$ cat src/hw/pcs_line_pkg.sv
// line coding definitions for the 10GBASE-R PCS.
// holds sync headers, block types, control codes, lock thresholds,
// scrambler constants and the 66-bit block struct.

package pcs_line_pkg;

	// ******************************
	// block framing
	// ******************************
	localparam int PAYLOAD_W = 64;

	localparam logic [1:0] SYNC_DATA = 2'b01;
	localparam logic [1:0] SYNC_CTRL = 2'b10;

	// 7-bit control codes carried in control lanes.
	localparam logic [6:0] CODE_IDLE  = 7'h00;
	localparam logic [6:0] CODE_ERROR = 7'h1E;

	// block type field, found in the lowest payload byte of a control block.
	typedef enum logic [7:0] {
		BT_IDLE   = 8'h1E,
		BT_START0 = 8'h78,
		BT_START4 = 8'h33,
		BT_TERM0  = 8'h87,
		BT_TERM1  = 8'h99,
		BT_TERM2  = 8'hAA,
		BT_TERM3  = 8'hB4,
		BT_TERM4  = 8'hCC,
		BT_TERM5  = 8'hD2,
		BT_TERM6  = 8'hE1,
		BT_TERM7  = 8'hFF
	} block_type_e;

	typedef struct packed {
		logic [1:0]           sync;
		logic [PAYLOAD_W-1:0] payload;
	} pcs_block_t;

	// an unscrambled block of eight idle lanes.
	localparam pcs_block_t BLOCK_IDLE = '{sync: SYNC_CTRL, payload: {56'h0, BT_IDLE}};

	// ******************************
	// block lock and scrambler
	// ******************************
	localparam int LOCK_GOOD_CNT = 64;
	localparam int LOCK_BAD_CNT  = 16;
	localparam int LOCK_WIN      = 64;
	localparam int LOCK_GOOD_W   = $clog2(LOCK_GOOD_CNT);
	localparam int LOCK_BAD_W    = $clog2(LOCK_BAD_CNT);
	localparam int LOCK_WIN_W    = $clog2(LOCK_WIN);

	// polynomial x^58 + x^39 + 1.
	localparam int SCR_W   = 58;
	localparam int SCR_TAP = 39;

endpackage

$ cat src/hw/pcs_word_pkg.sv
// client side definitions for the PCS loopback.
// holds the data widths and the decoded word struct with its constant words.

package pcs_word_pkg;

	localparam int DATA_W  = 64;
	localparam int KEEP_W  = DATA_W/8;
	localparam int START_W = 2;

	// decoded client word, 78 bits wide.
	typedef struct packed {
		logic               ctrl;
		logic               idle;
		logic [START_W-1:0] start;
		logic               term;
		logic               err;
		logic [KEEP_W-1:0]  keep;
		logic [DATA_W-1:0]  data;
	} pcs_word_t;

	localparam pcs_word_t WORD_IDLE = '{ctrl: 1'b1, idle: 1'b1, start: '0, term: 1'b0,
		err: 1'b0, keep: '0, data: '0};
	localparam pcs_word_t WORD_ERR  = '{ctrl: 1'b1, idle: 1'b0, start: '0, term: 1'b0,
		err: 1'b1, keep: '0, data: '0};

endpackage

$ cat src/hw/pcs_10g_loopback.sv
// 10GBASE-R PCS loopback top level for board tests.
// receive path feeds the transmit path through one word register.
// also holds the delayed reset for the transmit side.

`timescale 1ns/1ps

module pcs_10g_loopback
	import pcs_line_pkg::*;
	import pcs_word_pkg::*;
(
	input  logic       tx_par_clk,
	input  logic       nreset,
	input  logic       rx_locked_i,
	input  pcs_block_t rx_par_data_i,
	output logic       rx_block_lock_o,
	output pcs_block_t tx_par_data_o
);

pcs_word_t rx_word;
pcs_word_t tx_word;
logic      tx_nreset_q1;
logic      tx_nreset_q2;
logic      tx_nreset;

pcs_rx u_pcs_rx (
	.tx_par_clk     (tx_par_clk),
	.nreset         (nreset),
	.serdes_lock_i  (rx_locked_i),
	.serdes_block_i (rx_par_data_i),
	.lock_o         (rx_block_lock_o),
	.word_o         (rx_word)
);

// ******************************
// loopback stage
// ******************************
// the tx side leaves reset three cycles after nreset rises.
always_ff @(posedge tx_par_clk) begin
	if (!nreset) begin
		tx_nreset_q1 <= 1'b0;
		tx_nreset_q2 <= 1'b0;
		tx_nreset    <= 1'b0;
	end else begin
		tx_nreset_q1 <= 1'b1;
		tx_nreset_q2 <= tx_nreset_q1;
		tx_nreset    <= tx_nreset_q2;
	end
end

always_ff @(posedge tx_par_clk) begin
	if (!nreset)
		tx_word <= WORD_IDLE;
	else
		tx_word <= rx_word;
end

pcs_tx u_pcs_tx (
	.tx_par_clk     (tx_par_clk),
	.nreset         (tx_nreset),
	.word_i         (tx_word),
	.serdes_block_o (tx_par_data_o)
);

endmodule

$ cat src/hw/pcs_block_lock.sv
// sync header checker for the receive path.
// counts valid headers to gain block lock and bad headers per window to lose it.

`timescale 1ns/1ps

module pcs_block_lock
	import pcs_line_pkg::*;
(
	input  logic       tx_par_clk,
	input  logic       nreset,
	input  logic       serdes_lock_i,
	input  pcs_block_t block_i,
	output logic       hdr_ok_o,
	output logic       lock_o
);

typedef enum logic {ST_HUNT, ST_LOCKED} lock_state_e;

lock_state_e            state_q;
logic [LOCK_GOOD_W-1:0] good_cnt_q;
logic [LOCK_BAD_W-1:0]  bad_cnt_q;
logic [LOCK_WIN_W-1:0]  win_cnt_q;
logic                   hdr_ok_q;
logic                   hdr_valid;

assign hdr_valid = (block_i.sync == SYNC_DATA) || (block_i.sync == SYNC_CTRL);

always_ff @(posedge tx_par_clk) begin
	if (!nreset || !serdes_lock_i) begin
		state_q    <= ST_HUNT;
		good_cnt_q <= '0;
		bad_cnt_q  <= '0;
		win_cnt_q  <= '0;
		hdr_ok_q   <= 1'b0;
	end else begin
		hdr_ok_q <= hdr_valid;
		case (state_q)
			ST_HUNT: begin
				// any bad header restarts the search.
				if (!hdr_valid) begin
					good_cnt_q <= '0;
				end else if (good_cnt_q == LOCK_GOOD_W'(LOCK_GOOD_CNT - 1)) begin
					state_q    <= ST_LOCKED;
					good_cnt_q <= '0;
					bad_cnt_q  <= '0;
					win_cnt_q  <= '0;
				end else begin
					good_cnt_q <= good_cnt_q + 1'b1;
				end
			end
			ST_LOCKED: begin
				// the current block still belongs to the window it closes.
				if (!hdr_valid && bad_cnt_q == LOCK_BAD_W'(LOCK_BAD_CNT - 1)) begin
					state_q   <= ST_HUNT;
					bad_cnt_q <= '0;
					win_cnt_q <= '0;
				end else if (win_cnt_q == LOCK_WIN_W'(LOCK_WIN - 1)) begin
					bad_cnt_q <= '0;
					win_cnt_q <= '0;
				end else begin
					win_cnt_q <= win_cnt_q + 1'b1;
					if (!hdr_valid)
						bad_cnt_q <= bad_cnt_q + 1'b1;
				end
			end
			default: state_q <= ST_HUNT;
		endcase
	end
end

assign hdr_ok_o = hdr_ok_q;
assign lock_o   = (state_q == ST_LOCKED);

endmodule

$ cat src/hw/pcs_decoder.sv
// block decoder for the receive path.
// turns a descrambled block plus lock and header status into a client word.

`timescale 1ns/1ps

module pcs_decoder
	import pcs_line_pkg::*;
	import pcs_word_pkg::*;
(
	input  logic       tx_par_clk,
	input  logic       nreset,
	input  logic       lock_i,
	input  logic       hdr_ok_i,
	input  pcs_block_t block_i,
	output pcs_word_t  word_o
);

pcs_word_t word_d;
pcs_word_t word_q;
logic      is_term;
int        term_n;

always_comb begin
	word_d  = WORD_IDLE;
	is_term = 1'b0;
	term_n  = 0;
	if (!lock_i) begin
		word_d = WORD_IDLE;
	end else if (!hdr_ok_i) begin
		word_d = WORD_ERR;
	end else if (block_i.sync == SYNC_DATA) begin
		word_d.ctrl = 1'b0;
		word_d.idle = 1'b0;
		word_d.keep = '1;
		word_d.data = block_i.payload;
	end else begin
		case (block_i.payload[7:0])
			BT_IDLE: begin
				if (block_i.payload[63:8] == {8{CODE_IDLE}})
					word_d = WORD_IDLE;
				else
					word_d = WORD_ERR;
			end
			// lane 0 carries the start character, data follows in lanes 1 to 7.
			BT_START0: begin
				word_d.idle  = 1'b0;
				word_d.start = 2'b01;
				word_d.keep  = 8'hFE;
				word_d.data  = {block_i.payload[63:8], 8'h00};
			end
			// lanes 0 to 3 are control, the O field is not used here.
			BT_START4: begin
				word_d.idle  = 1'b0;
				word_d.start = 2'b10;
				word_d.keep  = 8'hE0;
				word_d.data  = {block_i.payload[63:40], 40'h0};
			end
			BT_TERM0: begin is_term = 1'b1; term_n = 0; end
			BT_TERM1: begin is_term = 1'b1; term_n = 1; end
			BT_TERM2: begin is_term = 1'b1; term_n = 2; end
			BT_TERM3: begin is_term = 1'b1; term_n = 3; end
			BT_TERM4: begin is_term = 1'b1; term_n = 4; end
			BT_TERM5: begin is_term = 1'b1; term_n = 5; end
			BT_TERM6: begin is_term = 1'b1; term_n = 6; end
			BT_TERM7: begin is_term = 1'b1; term_n = 7; end
			default:  word_d = WORD_ERR;
		endcase

		// data bytes of a terminate block follow the type byte.
		if (is_term) begin
			word_d.idle = 1'b0;
			word_d.term = 1'b1;
			for (int k = 0; k < KEEP_W-1; k++) begin
				if (k < term_n) begin
					word_d.keep[k]       = 1'b1;
					word_d.data[8*k +: 8] = block_i.payload[8+8*k +: 8];
				end
			end
		end
	end
end

always_ff @(posedge tx_par_clk) begin
	if (!nreset)
		word_q <= WORD_IDLE;
	else
		word_q <= word_d;
end

assign word_o = word_q;

endmodule

$ cat src/hw/pcs_descrambler.sv
// self-synchronizing descrambler for the 64-bit block payload.
// the sync header passes through unchanged with the same delay.

`timescale 1ns/1ps

module pcs_descrambler
	import pcs_line_pkg::*;
(
	input  logic       tx_par_clk,
	input  logic       nreset,
	input  pcs_block_t block_i,
	output pcs_block_t block_o
);

// last received scrambled bits, the newest one at the top.
logic [SCR_W-1:0]           state_q;
logic [SCR_W+PAYLOAD_W-1:0] ext;
logic [PAYLOAD_W-1:0]       plain;
pcs_block_t                 block_q;

// bit i of the payload sits at ext[SCR_W+i], so taps are a fixed distance below it.
always_comb begin
	ext = {block_i.payload, state_q};
	for (int i = 0; i < PAYLOAD_W; i++)
		plain[i] = ext[SCR_W+i] ^ ext[SCR_W-SCR_TAP+i] ^ ext[i];
end

always_ff @(posedge tx_par_clk) begin
	if (!nreset)
		state_q <= '0;
	else
		state_q <= block_i.payload[PAYLOAD_W-1 -: SCR_W];
end

always_ff @(posedge tx_par_clk) begin
	block_q.sync    <= block_i.sync;
	block_q.payload <= plain;
end

assign block_o = block_q;

endmodule

$ cat src/hw/pcs_rx.sv
// receive path of the PCS.
// block lock and descrambler see the same input, the decoder merges them.

`timescale 1ns/1ps

module pcs_rx
	import pcs_line_pkg::*;
	import pcs_word_pkg::*;
(
	input  logic       tx_par_clk,
	input  logic       nreset,
	input  logic       serdes_lock_i,
	input  pcs_block_t serdes_block_i,
	output logic       lock_o,
	output pcs_word_t  word_o
);

logic       blk_lock;
logic       hdr_ok;
pcs_block_t plain_block;

pcs_block_lock u_block_lock (
	.tx_par_clk    (tx_par_clk),
	.nreset        (nreset),
	.serdes_lock_i (serdes_lock_i),
	.block_i       (serdes_block_i),
	.hdr_ok_o      (hdr_ok),
	.lock_o        (blk_lock)
);

pcs_descrambler u_descrambler (
	.tx_par_clk (tx_par_clk),
	.nreset     (nreset),
	.block_i    (serdes_block_i),
	.block_o    (plain_block)
);

// lock, hdr_ok and plain_block are all one cycle behind the input.
pcs_decoder u_decoder (
	.tx_par_clk (tx_par_clk),
	.nreset     (nreset),
	.lock_i     (blk_lock),
	.hdr_ok_i   (hdr_ok),
	.block_i    (plain_block),
	.word_o     (word_o)
);

assign lock_o = blk_lock;

endmodule

$ cat src/hw/pcs_tx.sv
// transmit path of the PCS.
// encodes a client word into a 66-bit block, then scrambles the payload.

`timescale 1ns/1ps

module pcs_tx
	import pcs_line_pkg::*;
	import pcs_word_pkg::*;
(
	input  logic       tx_par_clk,
	input  logic       nreset,
	input  pcs_word_t  word_i,
	output pcs_block_t serdes_block_o
);

pcs_block_t                 enc_d;
pcs_block_t                 enc_q;
pcs_block_t                 out_q;
block_type_e                term_type;
logic [55:0]                term_data;
int                         nbytes;
logic [SCR_W-1:0]           scr_q;
logic [SCR_W+PAYLOAD_W-1:0] ext;

// ******************************
// encoder
// ******************************
always_comb begin
	nbytes    = $countones(word_i.keep);
	term_data = '0;
	case (nbytes)
		0:       term_type = BT_TERM0;
		1:       term_type = BT_TERM1;
		2:       term_type = BT_TERM2;
		3:       term_type = BT_TERM3;
		4:       term_type = BT_TERM4;
		5:       term_type = BT_TERM5;
		6:       term_type = BT_TERM6;
		default: term_type = BT_TERM7;
	endcase
	// codes after the last data byte stay zero.
	for (int k = 0; k < KEEP_W-1; k++) begin
		if (k < nbytes)
			term_data[8*k +: 8] = word_i.data[8*k +: 8];
	end

	enc_d.sync = SYNC_CTRL;
	if (word_i.err)
		enc_d.payload = {{8{CODE_ERROR}}, BT_IDLE};
	else if (word_i.idle)
		enc_d.payload = {{8{CODE_IDLE}}, BT_IDLE};
	else if (word_i.start[0])
		enc_d.payload = {word_i.data[63:8], BT_START0};
	else if (word_i.start[1])
		enc_d.payload = {word_i.data[63:40], 4'h0, {4{CODE_IDLE}}, BT_START4};
	else if (word_i.term)
		enc_d.payload = {term_data, term_type};
	else begin
		enc_d.sync    = SYNC_DATA;
		enc_d.payload = word_i.data;
	end
end

// ******************************
// scrambler
// ******************************
// each output bit feeds the taps of later bits, so the loop runs from bit 0 up.
always_comb begin
	ext = {{PAYLOAD_W{1'b0}}, scr_q};
	for (int i = 0; i < PAYLOAD_W; i++)
		ext[SCR_W+i] = enc_q.payload[i] ^ ext[SCR_W-SCR_TAP+i] ^ ext[i];
end

// in reset the line sees plain idle blocks.
always_ff @(posedge tx_par_clk) begin
	if (!nreset) begin
		enc_q <= BLOCK_IDLE;
		out_q <= BLOCK_IDLE;
		scr_q <= '0;
	end else begin
		enc_q         <= enc_d;
		scr_q         <= ext[SCR_W+PAYLOAD_W-1 -: SCR_W];
		out_q.sync    <= enc_q.sync;
		out_q.payload <= ext[SCR_W +: PAYLOAD_W];
	end
end

assign serdes_block_o = out_q;

endmodule

$ cat config.mk
export PLATFORM = sky130hd
export DESIGN_NAME = pcs_10g_loopback
export DESIGN_NICKNAME = d
export VERILOG_FILES = /design/src/hw/pcs_line_pkg.sv /design/src/hw/pcs_word_pkg.sv /design/src/hw/pcs_10g_loopback.sv /design/src/hw/pcs_block_lock.sv /design/src/hw/pcs_decoder.sv /design/src/hw/pcs_descrambler.sv /design/src/hw/pcs_rx.sv /design/src/hw/pcs_tx.sv
export SDC_FILE = /design/constraint.sdc
export NUM_CORES = 1
export LEC_CHECK = 0
export BUFFER_PORTS_ARGS = -buffer_cell sky130_fd_sc_hd__buf_2
export CORE_ASPECT_RATIO = 0.9
export CORE_UTILIZATION = 45
export CTS_CLUSTER_DIAMETER = 60
export DETAILED_ROUTE_END_ITERATION = 16
export GPL_TIMING_DRIVEN = 0
export REMOVE_ABC_BUFFERS = 1
export SYNTH_ARGS = -nofsm -noshare
export SYNTH_HDL_FRONTEND = slang
export SYNTH_HIERARCHICAL = 1
export SYNTH_SLANG_ARGS = --single-unit
$ cat constraint.sdc
create_clock -name tx_par_clk -period 4.43 [get_ports tx_par_clk]
set_input_delay 1.1075 -clock tx_par_clk [delete_from_list [all_inputs] [get_ports tx_par_clk]]
set_output_delay 1.1075 -clock tx_par_clk [all_outputs]
set_load 0.05 [all_outputs]
==> flow_metrics.env, run 1 <==
export IMPL_outcome="finished, final reports clean"
export IMPL_tightest_slew_ps=1190
export IMPL_gp_congestion=0.895
export IMPL_max_stage_delay_ps=780
export IMPL_final_max_slew_violation_count=0
export IMPL_crit_slowest_cell="o311ai_0"
export IMPL_reg2reg_slack_ps=330
export IMPL_fin_crit_sh=0.926
export IMPL_fin_area_sq_um=18500
export IMPL_dr_wl_met3_um=1740
export IMPL_port_buffer_count=135
export IMPL_crit_type="register to register"
export IMPL_areaGrowthSynthToFinish_pct=12.5
export IMPL_final_nets=1544
export IMPL_clkTransAtPathRegs_ps=60
export IMPL_synth_area_per_cell_sq_um=11.8
export IMPL_wl_met1_um=18300
export IMPL_instances_no_fill=1975
export IMPL_layout_drive_gt1_share=0.164
export IMPL_slew_headroom=0.199
export IMPL_track_usage=0.208
export IMPL_vias=9864
export IMPL_postCtsSetupBuffers=0
export IMPL_period_needed_ps=4100
export IMPL_fin_skew_ps=21.1
export IMPL_worstPathRequired_ps=4780
export IMPL_max_freq_mhz=244
export IMPL_numCtsBuffers=45
export IMPL_irDropWorstVdd_mv=0.287
export IMPL_netlist_area_sq_um=16500
export IMPL_hold_viol_final=0
export IMPL_cts_root_buffer="clkbuf_16"
export IMPL_timing_rr_start="tx_word[64]"
export IMPL_drt_vias_per_instance=4.99
export IMPL_drc=0
export IMPL_min_to="u_pcs_tx/serdes_block_o[65]"
export IMPL_rsz0062_at_grt="false"
export IMPL_max_cap_violations=0
export IMPL_r2r_end="u_pcs_tx/enc_q[59]"
export IMPL_endpoint_kind="register"
export IMPL_grt_pass1_vias=9644
export IMPL_holdCritPathClass="register to register"
export IMPL_utilization=0.513
export IMPL_pwr_density_cell_nw_per_um2=445
export IMPL_clock_latency_ps=550
export IMPL_grt_pass1_wl_um=58200
export IMPL_cts_max_level=2
export IMPL_firstDrtPassIters=5
export IMPL_critical_path_cell_chain="inv_1 > fa_1 > fa_1 > fa_1 > inv_1 > ha_1 > fa_1 > xor2_2 > a31oi_1 > o311ai_0"
export IMPL_finalSetupViolations=0
export IMPL_cts_buffer_depth=3
export IMPL_cts_hold_buffers=0
export IMPL_cts_tree="yes"
export IMPL_numPlacedInstances=1894
export IMPL_cp_start_kind="register"
export IMPL_min_delay_path_depth=1
export IMPL_design_die_area_sq_um=37400
export IMPL_min_from="u_pcs_tx/enc_q[65]"
export IMPL_post_drt_wl_per_cell_um=19.5
export IMPL_coreArea_sq_um=36100
export IMPL_drt_iter0_markers=611
export IMPL_rows=66
export IMPL_arrival_ps=4460
export IMPL_num_antenna_cells=0
export IMPL_die_h_um=183
export IMPL_p_leak_uw=0.00771
export IMPL_antenna_found_initial=0
export IMPL_worst_r2r_path_depth=10
export IMPL_ys_warn_count=6
export IMPL_start_util=0.456
export IMPL_drt_wl_total_um=38400
export IMPL_top_layer_used="met4"
export IMPL_crit_fanout=5
export IMPL_ioPinCount=136
export IMPL_dp_hpwl_um=29100
export IMPL_place_area_sq_um=17100
export IMPL_finalPower_uw=8230
export IMPL_synthCells=1396
export IMPL_grt_overflow=0
export IMPL_wl_met2_um=17000
export IMPL_clock_sinks=431
export IMPL_cts_resized=0
export IMPL_drtAntennaViolNets=0
export IMPL_grt_max_degree=85
export IMPL_dieWidth_um=204
export IMPL_n_fill_cell=3160
export IMPL_crit_top_cell="fa_1"
## per-layer routing
layer  global-route usage  vias up
met4               0.0854        0
met1                0.287     4586
met2                0.325      334
met5                    0        -
li1                     -     4858
met3               0.0317       86
## metrics by stage
stage               setup TNS (ps)  setup WS [ps]  hold WS [ps]
detailed placement               0            249           406
CTS                              0            226           414
finish                           0            326           419
global placement            -22420           -735           398
global route                     0            142           426
floorplan                        0            909           386
## layout make-up
cell class | count | area [sq um] | area share
Multi-Input combinational cell | 829 | 7030 | 0.380
Clock inverter | 15 | 124 | 0.00669
Tap cell | 476 | 596 | 0.0322
Clock buffer | 66 | 1320 | 0.0712
Sequential cell | 431 | 8630 | 0.466
Timing Repair Buffer | 138 | 741 | 0.0400
Inverter | 20 | 75.1 | 0.00406
## critical path, delay by kind of cell (launching register included)
| family | cells | cell delay, ps |
|---|---|---|
| AOI/OAI and AO/OA | 2 | 1020 |
| buffers and inverters | 2 | 90 |
| xor gates and xnor gates | 1 | 270 |
| adders and majority gates | 5 | 2200 |
| DFF | 1 | 310 |
## registers in the layout, indices dropped and copies added, names as in the netlist
| signal | flops |
|---|---|
| tx_nreset | 1 |
| tx_nreset_q1 | 1 |
| tx_nreset_q2 | 1 |
| tx_word | 77 |
| u_pcs_rx/u_block_lock/bad_cnt_q | 4 |
| u_pcs_rx/u_block_lock/good_cnt_q | 6 |
| u_pcs_rx/u_block_lock/hdr_ok_o | 1 |
| u_pcs_rx/u_block_lock/lock_o | 1 |
| u_pcs_rx/u_block_lock/win_cnt_q | 6 |
| u_pcs_rx/u_decoder/word_o | 77 |
| u_pcs_rx/u_descrambler/block_o | 66 |
| u_pcs_rx/u_descrambler/state_q | 58 |
| u_pcs_tx/enc_q | 66 |
| u_pcs_tx/serdes_block_o | 66 |
## layout by cell type (no fill, tap or decap), types with 12 or more instances in the layout
cell and n:
a21oi_1 25, nand3_1 32, nor4_1 15, nor2b_1 14, a22o_1 51, mux2i_1 16, xnor2_1 83, clkbuf_16 47
inv_1 20, and2_1 197, clkbuf_1 12, dfxtp_1 430, buf_2 134, nand4_1 13, xor3_1 63, xor2_1 49
nand2_1 53, a221o_1 14, nor2_1 33
## where the power goes
group	internal, uW	leakage (uW)	switching (uW)	total, uW
combinational	241	0.00349	172	413
sequential	4010	0.00352	172	4180
clock	2130	0.000708	1510	3640
## worst max path at each step
stage                      from                            end  slack (ps)
floorplan           tx_word[64]             u_pcs_tx/enc_q[24]         910
global placement         nreset  u_pcs_rx/u_decoder/word_o[47]        -730
detailed placement       nreset  u_pcs_rx/u_decoder/word_o[46]         250
CTS                 tx_word[64]             u_pcs_tx/enc_q[59]         230
global route        tx_word[64]             u_pcs_tx/enc_q[59]         140
finish              tx_word[64]             u_pcs_tx/enc_q[59]         330
Note: power is estimated with default switching activity, not from simulation.
==> run 2: changes to the inputs <==
Settings changed: CORE_UTILIZATION 45 to 55, MAX_ROUTING_LAYER set to met4, PLACE_DENSITY set to 0.74.
==> run 2 against run 1 <==
Net effect:
- design area is essentially flat
- critical endpoint is now u_pcs_tx/enc_q[52]
- first-iteration DRC count rose by 15%
- critical path depth up 1
- clock skew fell by 8.9 ps
- largest cell class unchanged
==> flow_metrics.env, run 2 (same netlist as run 1, synthesis figures left out) <==
export IMPL_firstDrtPassIters=5
export IMPL_cp_start_kind="register"
export IMPL_timing_rr_start="tx_word[64]"
export IMPL_coreArea_sq_um=29200
export IMPL_drt_vias_per_instance=5.25
export IMPL_drtAntennaViolNets=0
export IMPL_combinationalPowerShare=0.049
export IMPL_n_fill_cell=2279
export IMPL_finalSetupViolations=0
export IMPL_reg2reg_slack_ps=360
export IMPL_final_max_slew_violation_count=0
export IMPL_worst_r2r_path_depth=11
export IMPL_postCtsSetupBuffers=0
export IMPL_die_h_um=166
export IMPL_grt_max_degree=76
export IMPL_cts_hold_buffers=0
export IMPL_timing_hold_ws_ps=408
export IMPL_areaGrowthSynthToFinish_pct=12.3
export IMPL_sw_frac_of_total=0.218
export IMPL_irDropWorstVdd_mv=0.290
export IMPL_clock_sinks=431
export IMPL_gp_congestion=0.986
export IMPL_vias=9928
export IMPL_r2r_end="u_pcs_tx/enc_q[52]"
export IMPL_rsz0062_at_grt="false"
export IMPL_arrival_ps=4360
export IMPL_layout_drive_gt1_share=0.167
export IMPL_endpoint_kind="register"
export IMPL_dp_hpwl_um=27600
export IMPL_final_cell_mix="430 x dfxtp_1, 197 x and2_1, 134 x buf_2"
export IMPL_pwr_density_cell_nw_per_um2=458
export IMPL_track_usage=0.253
export IMPL_max_cap_violations=0
export IMPL_max_freq_mhz=246
export IMPL_p_switching_uw=1850
export IMPL_cts_root_buffer="clkbuf_16"
export IMPL_grt_overflow=0
export IMPL_design_die_area_sq_um=30600
export IMPL_fin_skew_ps=12.1
export IMPL_clock_latency_ps=540
export IMPL_p_leak_uw=0.00775
export IMPL_fin_crit_sh=0.918
export IMPL_startpoint="tx_word[64]"
export IMPL_pwr_share_seq=0.494
export IMPL_dieWidth_um=184
export IMPL_period_needed_ps=4070
export IMPL_worstSetupEndpoint="u_pcs_tx/enc_q[52]"
export IMPL_start_util=0.565
export IMPL_num_antenna_cells=0
export IMPL_drc=0
export IMPL_crit_type="register to register"
export IMPL_cts_max_level=2
export IMPL_ioPinCount=136
export IMPL_holdCritPathClass="register to register"
export IMPL_clkTransAtPathRegs_ps=60
export IMPL_outcome="finished, final reports clean"
export IMPL_hold_viol_final=0
export IMPL_post_drt_wl_per_cell_um=19.5
export IMPL_drt_iter0_markers=700
export IMPL_cts_tree="yes"
export IMPL_numCtsBuffers=43
export IMPL_antenna_found_initial=0
export IMPL_finalPower_uw=8470
export IMPL_cts_buffer_depth=3
export IMPL_crit_fanout=5
export IMPL_rows=59
export IMPL_grt_pass1_wl_um=57300
export IMPL_power_share_clock=0.457
export IMPL_mostFrequentLayoutCell="dfxtp_1"
export IMPL_slew_headroom=0.138
export IMPL_tightest_slew_ps=1280
export IMPL_worstPathRequired_ps=4720
export IMPL_drt_wl_total_um=36900
export IMPL_p_int_uw=6620
export IMPL_port_buffer_count=135
export IMPL_cts_resized=0
export IMPL_grt_pass1_vias=9845
export IMPL_final_nets=1541
-- run 2: changes by cell type in the layout (fill, tap and decap cells not counted) --
cell	before	now
buf_12	1	2
bufinv_16	1	7
clkinv_8	0	2
buf_8	1	0
clkbuf_1	12	3
clkbuf_8	7	8
clkbuf_16	47	44
inv_6	4	2
clkinv_2	7	8
buf_16	1	0
-- run 2: per-stage QoR --
stage	setup slack, ps	setup TNS [ps]	instances	util	area, sq um
3_3_place_gp	-615	-18620	1811	0.579	16900
5_1_grt	289	0	1890	0.634	18500
4_1_cts	385	0	1890	0.634	18500
3_5_place_dp	400	0	1813	0.581	16900
6_report	364	0	1890	0.634	18500
2_1_floorplan	909	0	1280	-	15700
-- run 2: how the worst min path moves through the flow --
| stage | depth (start not counted) | to | from | slack [ps] |
|---|---|---|---|---|
| final | 1 | u_pcs_tx/serdes_block_o[65] | u_pcs_tx/enc_q[65] | 410 |
| after global routing | 1 | u_pcs_tx/serdes_block_o[65] | u_pcs_tx/enc_q[65] | 430 |
| after CTS | 1 | u_pcs_tx/serdes_block_o[65] | u_pcs_tx/enc_q[65] | 410 |
| after detailed placement | 1 | u_pcs_tx/serdes_block_o[65] | u_pcs_tx/enc_q[65] | 400 |
| after global placement | 1 | u_pcs_tx/serdes_block_o[65] | u_pcs_tx/enc_q[65] | 390 |
| after floorplan | 1 | tx_word[76] | u_pcs_rx/u_decoder/word_o[76] | 390 |
-- run 2: routing by layer --
metal | up-vias | part of all wire | GRT usage | routed length, um
met2 | 382 | 0.46 | 0.394 | 16800
met3 | 94 | 0.049 | 0.0338 | 1790
met1 | 4612 | 0.46 | 0.337 | 17100
li1 | 4840 | - | - | -
met4 | 0 | 0.033 | 0.0931 | 1200
met5 | - | 0 | - | 0
-- run 2: cell type report --
type	instances	area [sq um]	area share
Clock buffer	55	1220	0.0661
Tap cell	396	495	0.0268
Inverter	20	75.1	0.00406
Clock inverter	22	324	0.0175
Timing Repair Buffer	137	718	0.0388
Multi-Input combinational cell	829	7030	0.380
Sequential cell	431	8630	0.467
-- run 2: critical path, cell delays in order (launching register included) --
cell and delay [ps]:
dfxtp_1 310, inv_1 50, fa_1 540, fa_1 430, fa_1 490, inv_1 40
ha_1 210, fa_1 510, xnor2_2 340, nor2_1 130, o21ai_1 390, o221ai_1 380
-- run 2: power groups by stage --
stage	clock network, uW	logic, uW	registers [uW]
2_1_floorplan	0	260	4210
3_3_place_gp	0	396	4260
3_5_place_dp	0	404	4260
4_1_cts	3940	413	4180
5_1_grt	4130	442	4190
6_report	3870	413	4180
==> run 3: changes to the inputs <==
Settings changed: CORE_MARGIN set to 2, REMOVE_ABC_BUFFERS 1 to unset.
==> run 3 against run 2 <==
Net effect:
- design area is 2.8% higher
- power is 4.8% lower
- critical path type unchanged
- highest routed layer unchanged
- maximum frequency is 0.27% higher
- sequential power hardly changed
- clock power is 11% lower
- non-clock buffer count is 114 higher
==> flow_metrics.env, run 3 (same netlist as run 1, synthesis figures left out) <==
export IMPL_grt_max_degree=18
export IMPL_post_drt_wl_per_cell_um=19.5
export IMPL_port_buffer_count=135
export IMPL_grt_pass1_vias=10300
export IMPL_design_die_area_sq_um=31300
export IMPL_rows=60
export IMPL_dieWidth_um=186
export IMPL_worstPathRequired_ps=4890
export IMPL_fin_skew_ps=18.0
export IMPL_clkTransAtPathRegs_ps=60
export IMPL_clock_latency_ps=540
export IMPL_slew_headroom=0.211
export IMPL_endpoint_kind="register"
export IMPL_irDropWorstVdd_mv=0.292
export IMPL_postCtsSetupBuffers=0
export IMPL_cts_hold_buffers=0
export IMPL_hold_viol_final=0
export IMPL_die_h_um=168
export IMPL_setup_slack_ps=375
export IMPL_crit_fanout=7
export IMPL_period_needed_ps=4050
export IMPL_drc=0
export IMPL_p_leak_uw=0.00815
export IMPL_drt_iter0_markers=614
export IMPL_gp_congestion=0.992
export IMPL_place_area_sq_um=17600
export IMPL_crit_type="register to register"
export IMPL_cts_max_level=2
export IMPL_arrival_ps=4520
export IMPL_antenna_found_initial=0
export IMPL_syn_num_nets=1475
export IMPL_cts_root_buffer="clkbuf_16"
export IMPL_utilization=0.641
export IMPL_pwr_density_cell_nw_per_um2=424
export IMPL_areaGrowthSynthToFinish_pct=15.5
export IMPL_final_nets=1655
export IMPL_track_usage=0.257
export IMPL_numCtsBuffers=43
export IMPL_grt_pass1_wl_um=60100
export IMPL_outcome="finished, final reports clean"
export IMPL_drt_wl_total_um=39300
export IMPL_vias=10400
export IMPL_grt_overflow=0
export IMPL_start_util=0.555
export IMPL_clock_sinks=431
export IMPL_timing_hold_ws_ps=407
export IMPL_coreArea_sq_um=29700
export IMPL_final_cell_mix="431 x dfxtp_1, 197 x and2_1, 148 x buf_2"
export IMPL_fin_crit_sh=0.915
export IMPL_max_freq_mhz=247
export IMPL_ioPinCount=136
export IMPL_fin_area_sq_um=19000
export IMPL_firstDrtPassIters=6
export IMPL_finalSetupViolations=0
export IMPL_dp_hpwl_um=30200
export IMPL_max_cap_violations=0
export IMPL_drtAntennaViolNets=0
export IMPL_setup_tns_ps=0
export IMPL_place_ws_ps=142
export IMPL_holdCritPathClass="register to register"
export IMPL_cts_resized=0
export IMPL_cp_start_kind="register"
export IMPL_mostFrequentLayoutCell="dfxtp_1"
export IMPL_cts_tree="yes"
export IMPL_layout_drive_gt1_share=0.203
export IMPL_tightest_slew_ps=1180
export IMPL_drt_vias_per_instance=5.15
export IMPL_final_max_slew_violation_count=0
export IMPL_rsz0062_at_grt="false"
export IMPL_cts_buffer_depth=3
run 3: cell type report:
cell class                 instances  area (sq um)
fill                            2311         10600
sequential                       431          8630
multi-input combinational        829          7020
clock buffer                      66          1270
buffer                           116           739
timing repair buffer             135           676
tap                              403           504
clock inverter                    12          87.6
inverter                          20          75.1
antenna                            1          2.50
run 3: worst max-delay path, cell delays in order, from the launching register on:
cell and delay (ps):
dfxtp_1 310, inv_1 50, fa_1 550, fa_1 430, fa_1 490, inv_1 40, ha_1 200, fa_1 480
clkbuf_1 270, nand2_1 180, o22ai_1 610, nand3_1 160, a21oi_1 210
run 3: worst paths after layout:
| kind | slack (ps) | start | to | cells past startpoint |
|---|---|---|---|---|
| max | 380 | tx_word[64] | u_pcs_tx/enc_q[62] | 12 |
| min | 410 | u_pcs_tx/enc_q[65] | u_pcs_tx/serdes_block_o[65] | 1 |
| max reg2reg | 380 | tx_word[64] | u_pcs_tx/enc_q[62] | 12 |
| min reg2reg | 410 | u_pcs_tx/enc_q[65] | u_pcs_tx/serdes_block_o[65] | 1 |
run 3: per-stage QoR:
stage,power (uW),std cells
after floorplan,4500,1396
after global placement,4690,1934
after detailed placement,4700,1934
after CTS,8110,2012
after global routing,8320,2012
final,8060,2013
run 3: routing by layer:
| metal | global-route usage | share of wire |
|---|---|---|
| met5 | - | 0 |
| met4 | 0.0897 | 0.034 |
| met3 | 0.0327 | 0.046 |
| met2 | 0.433 | 0.48 |
| met1 | 0.322 | 0.44 |
run 3: report_power, final:
| group | total, uW | leakage (uW) | switching (uW) | internal, uW |
|---|---|---|---|---|
| clock | 3430 | 0.000667 | 1440 | 1990 |
| combinational | 466 | 0.00396 | 209 | 257 |
| sequential | 4160 | 0.00352 | 151 | 4010 |
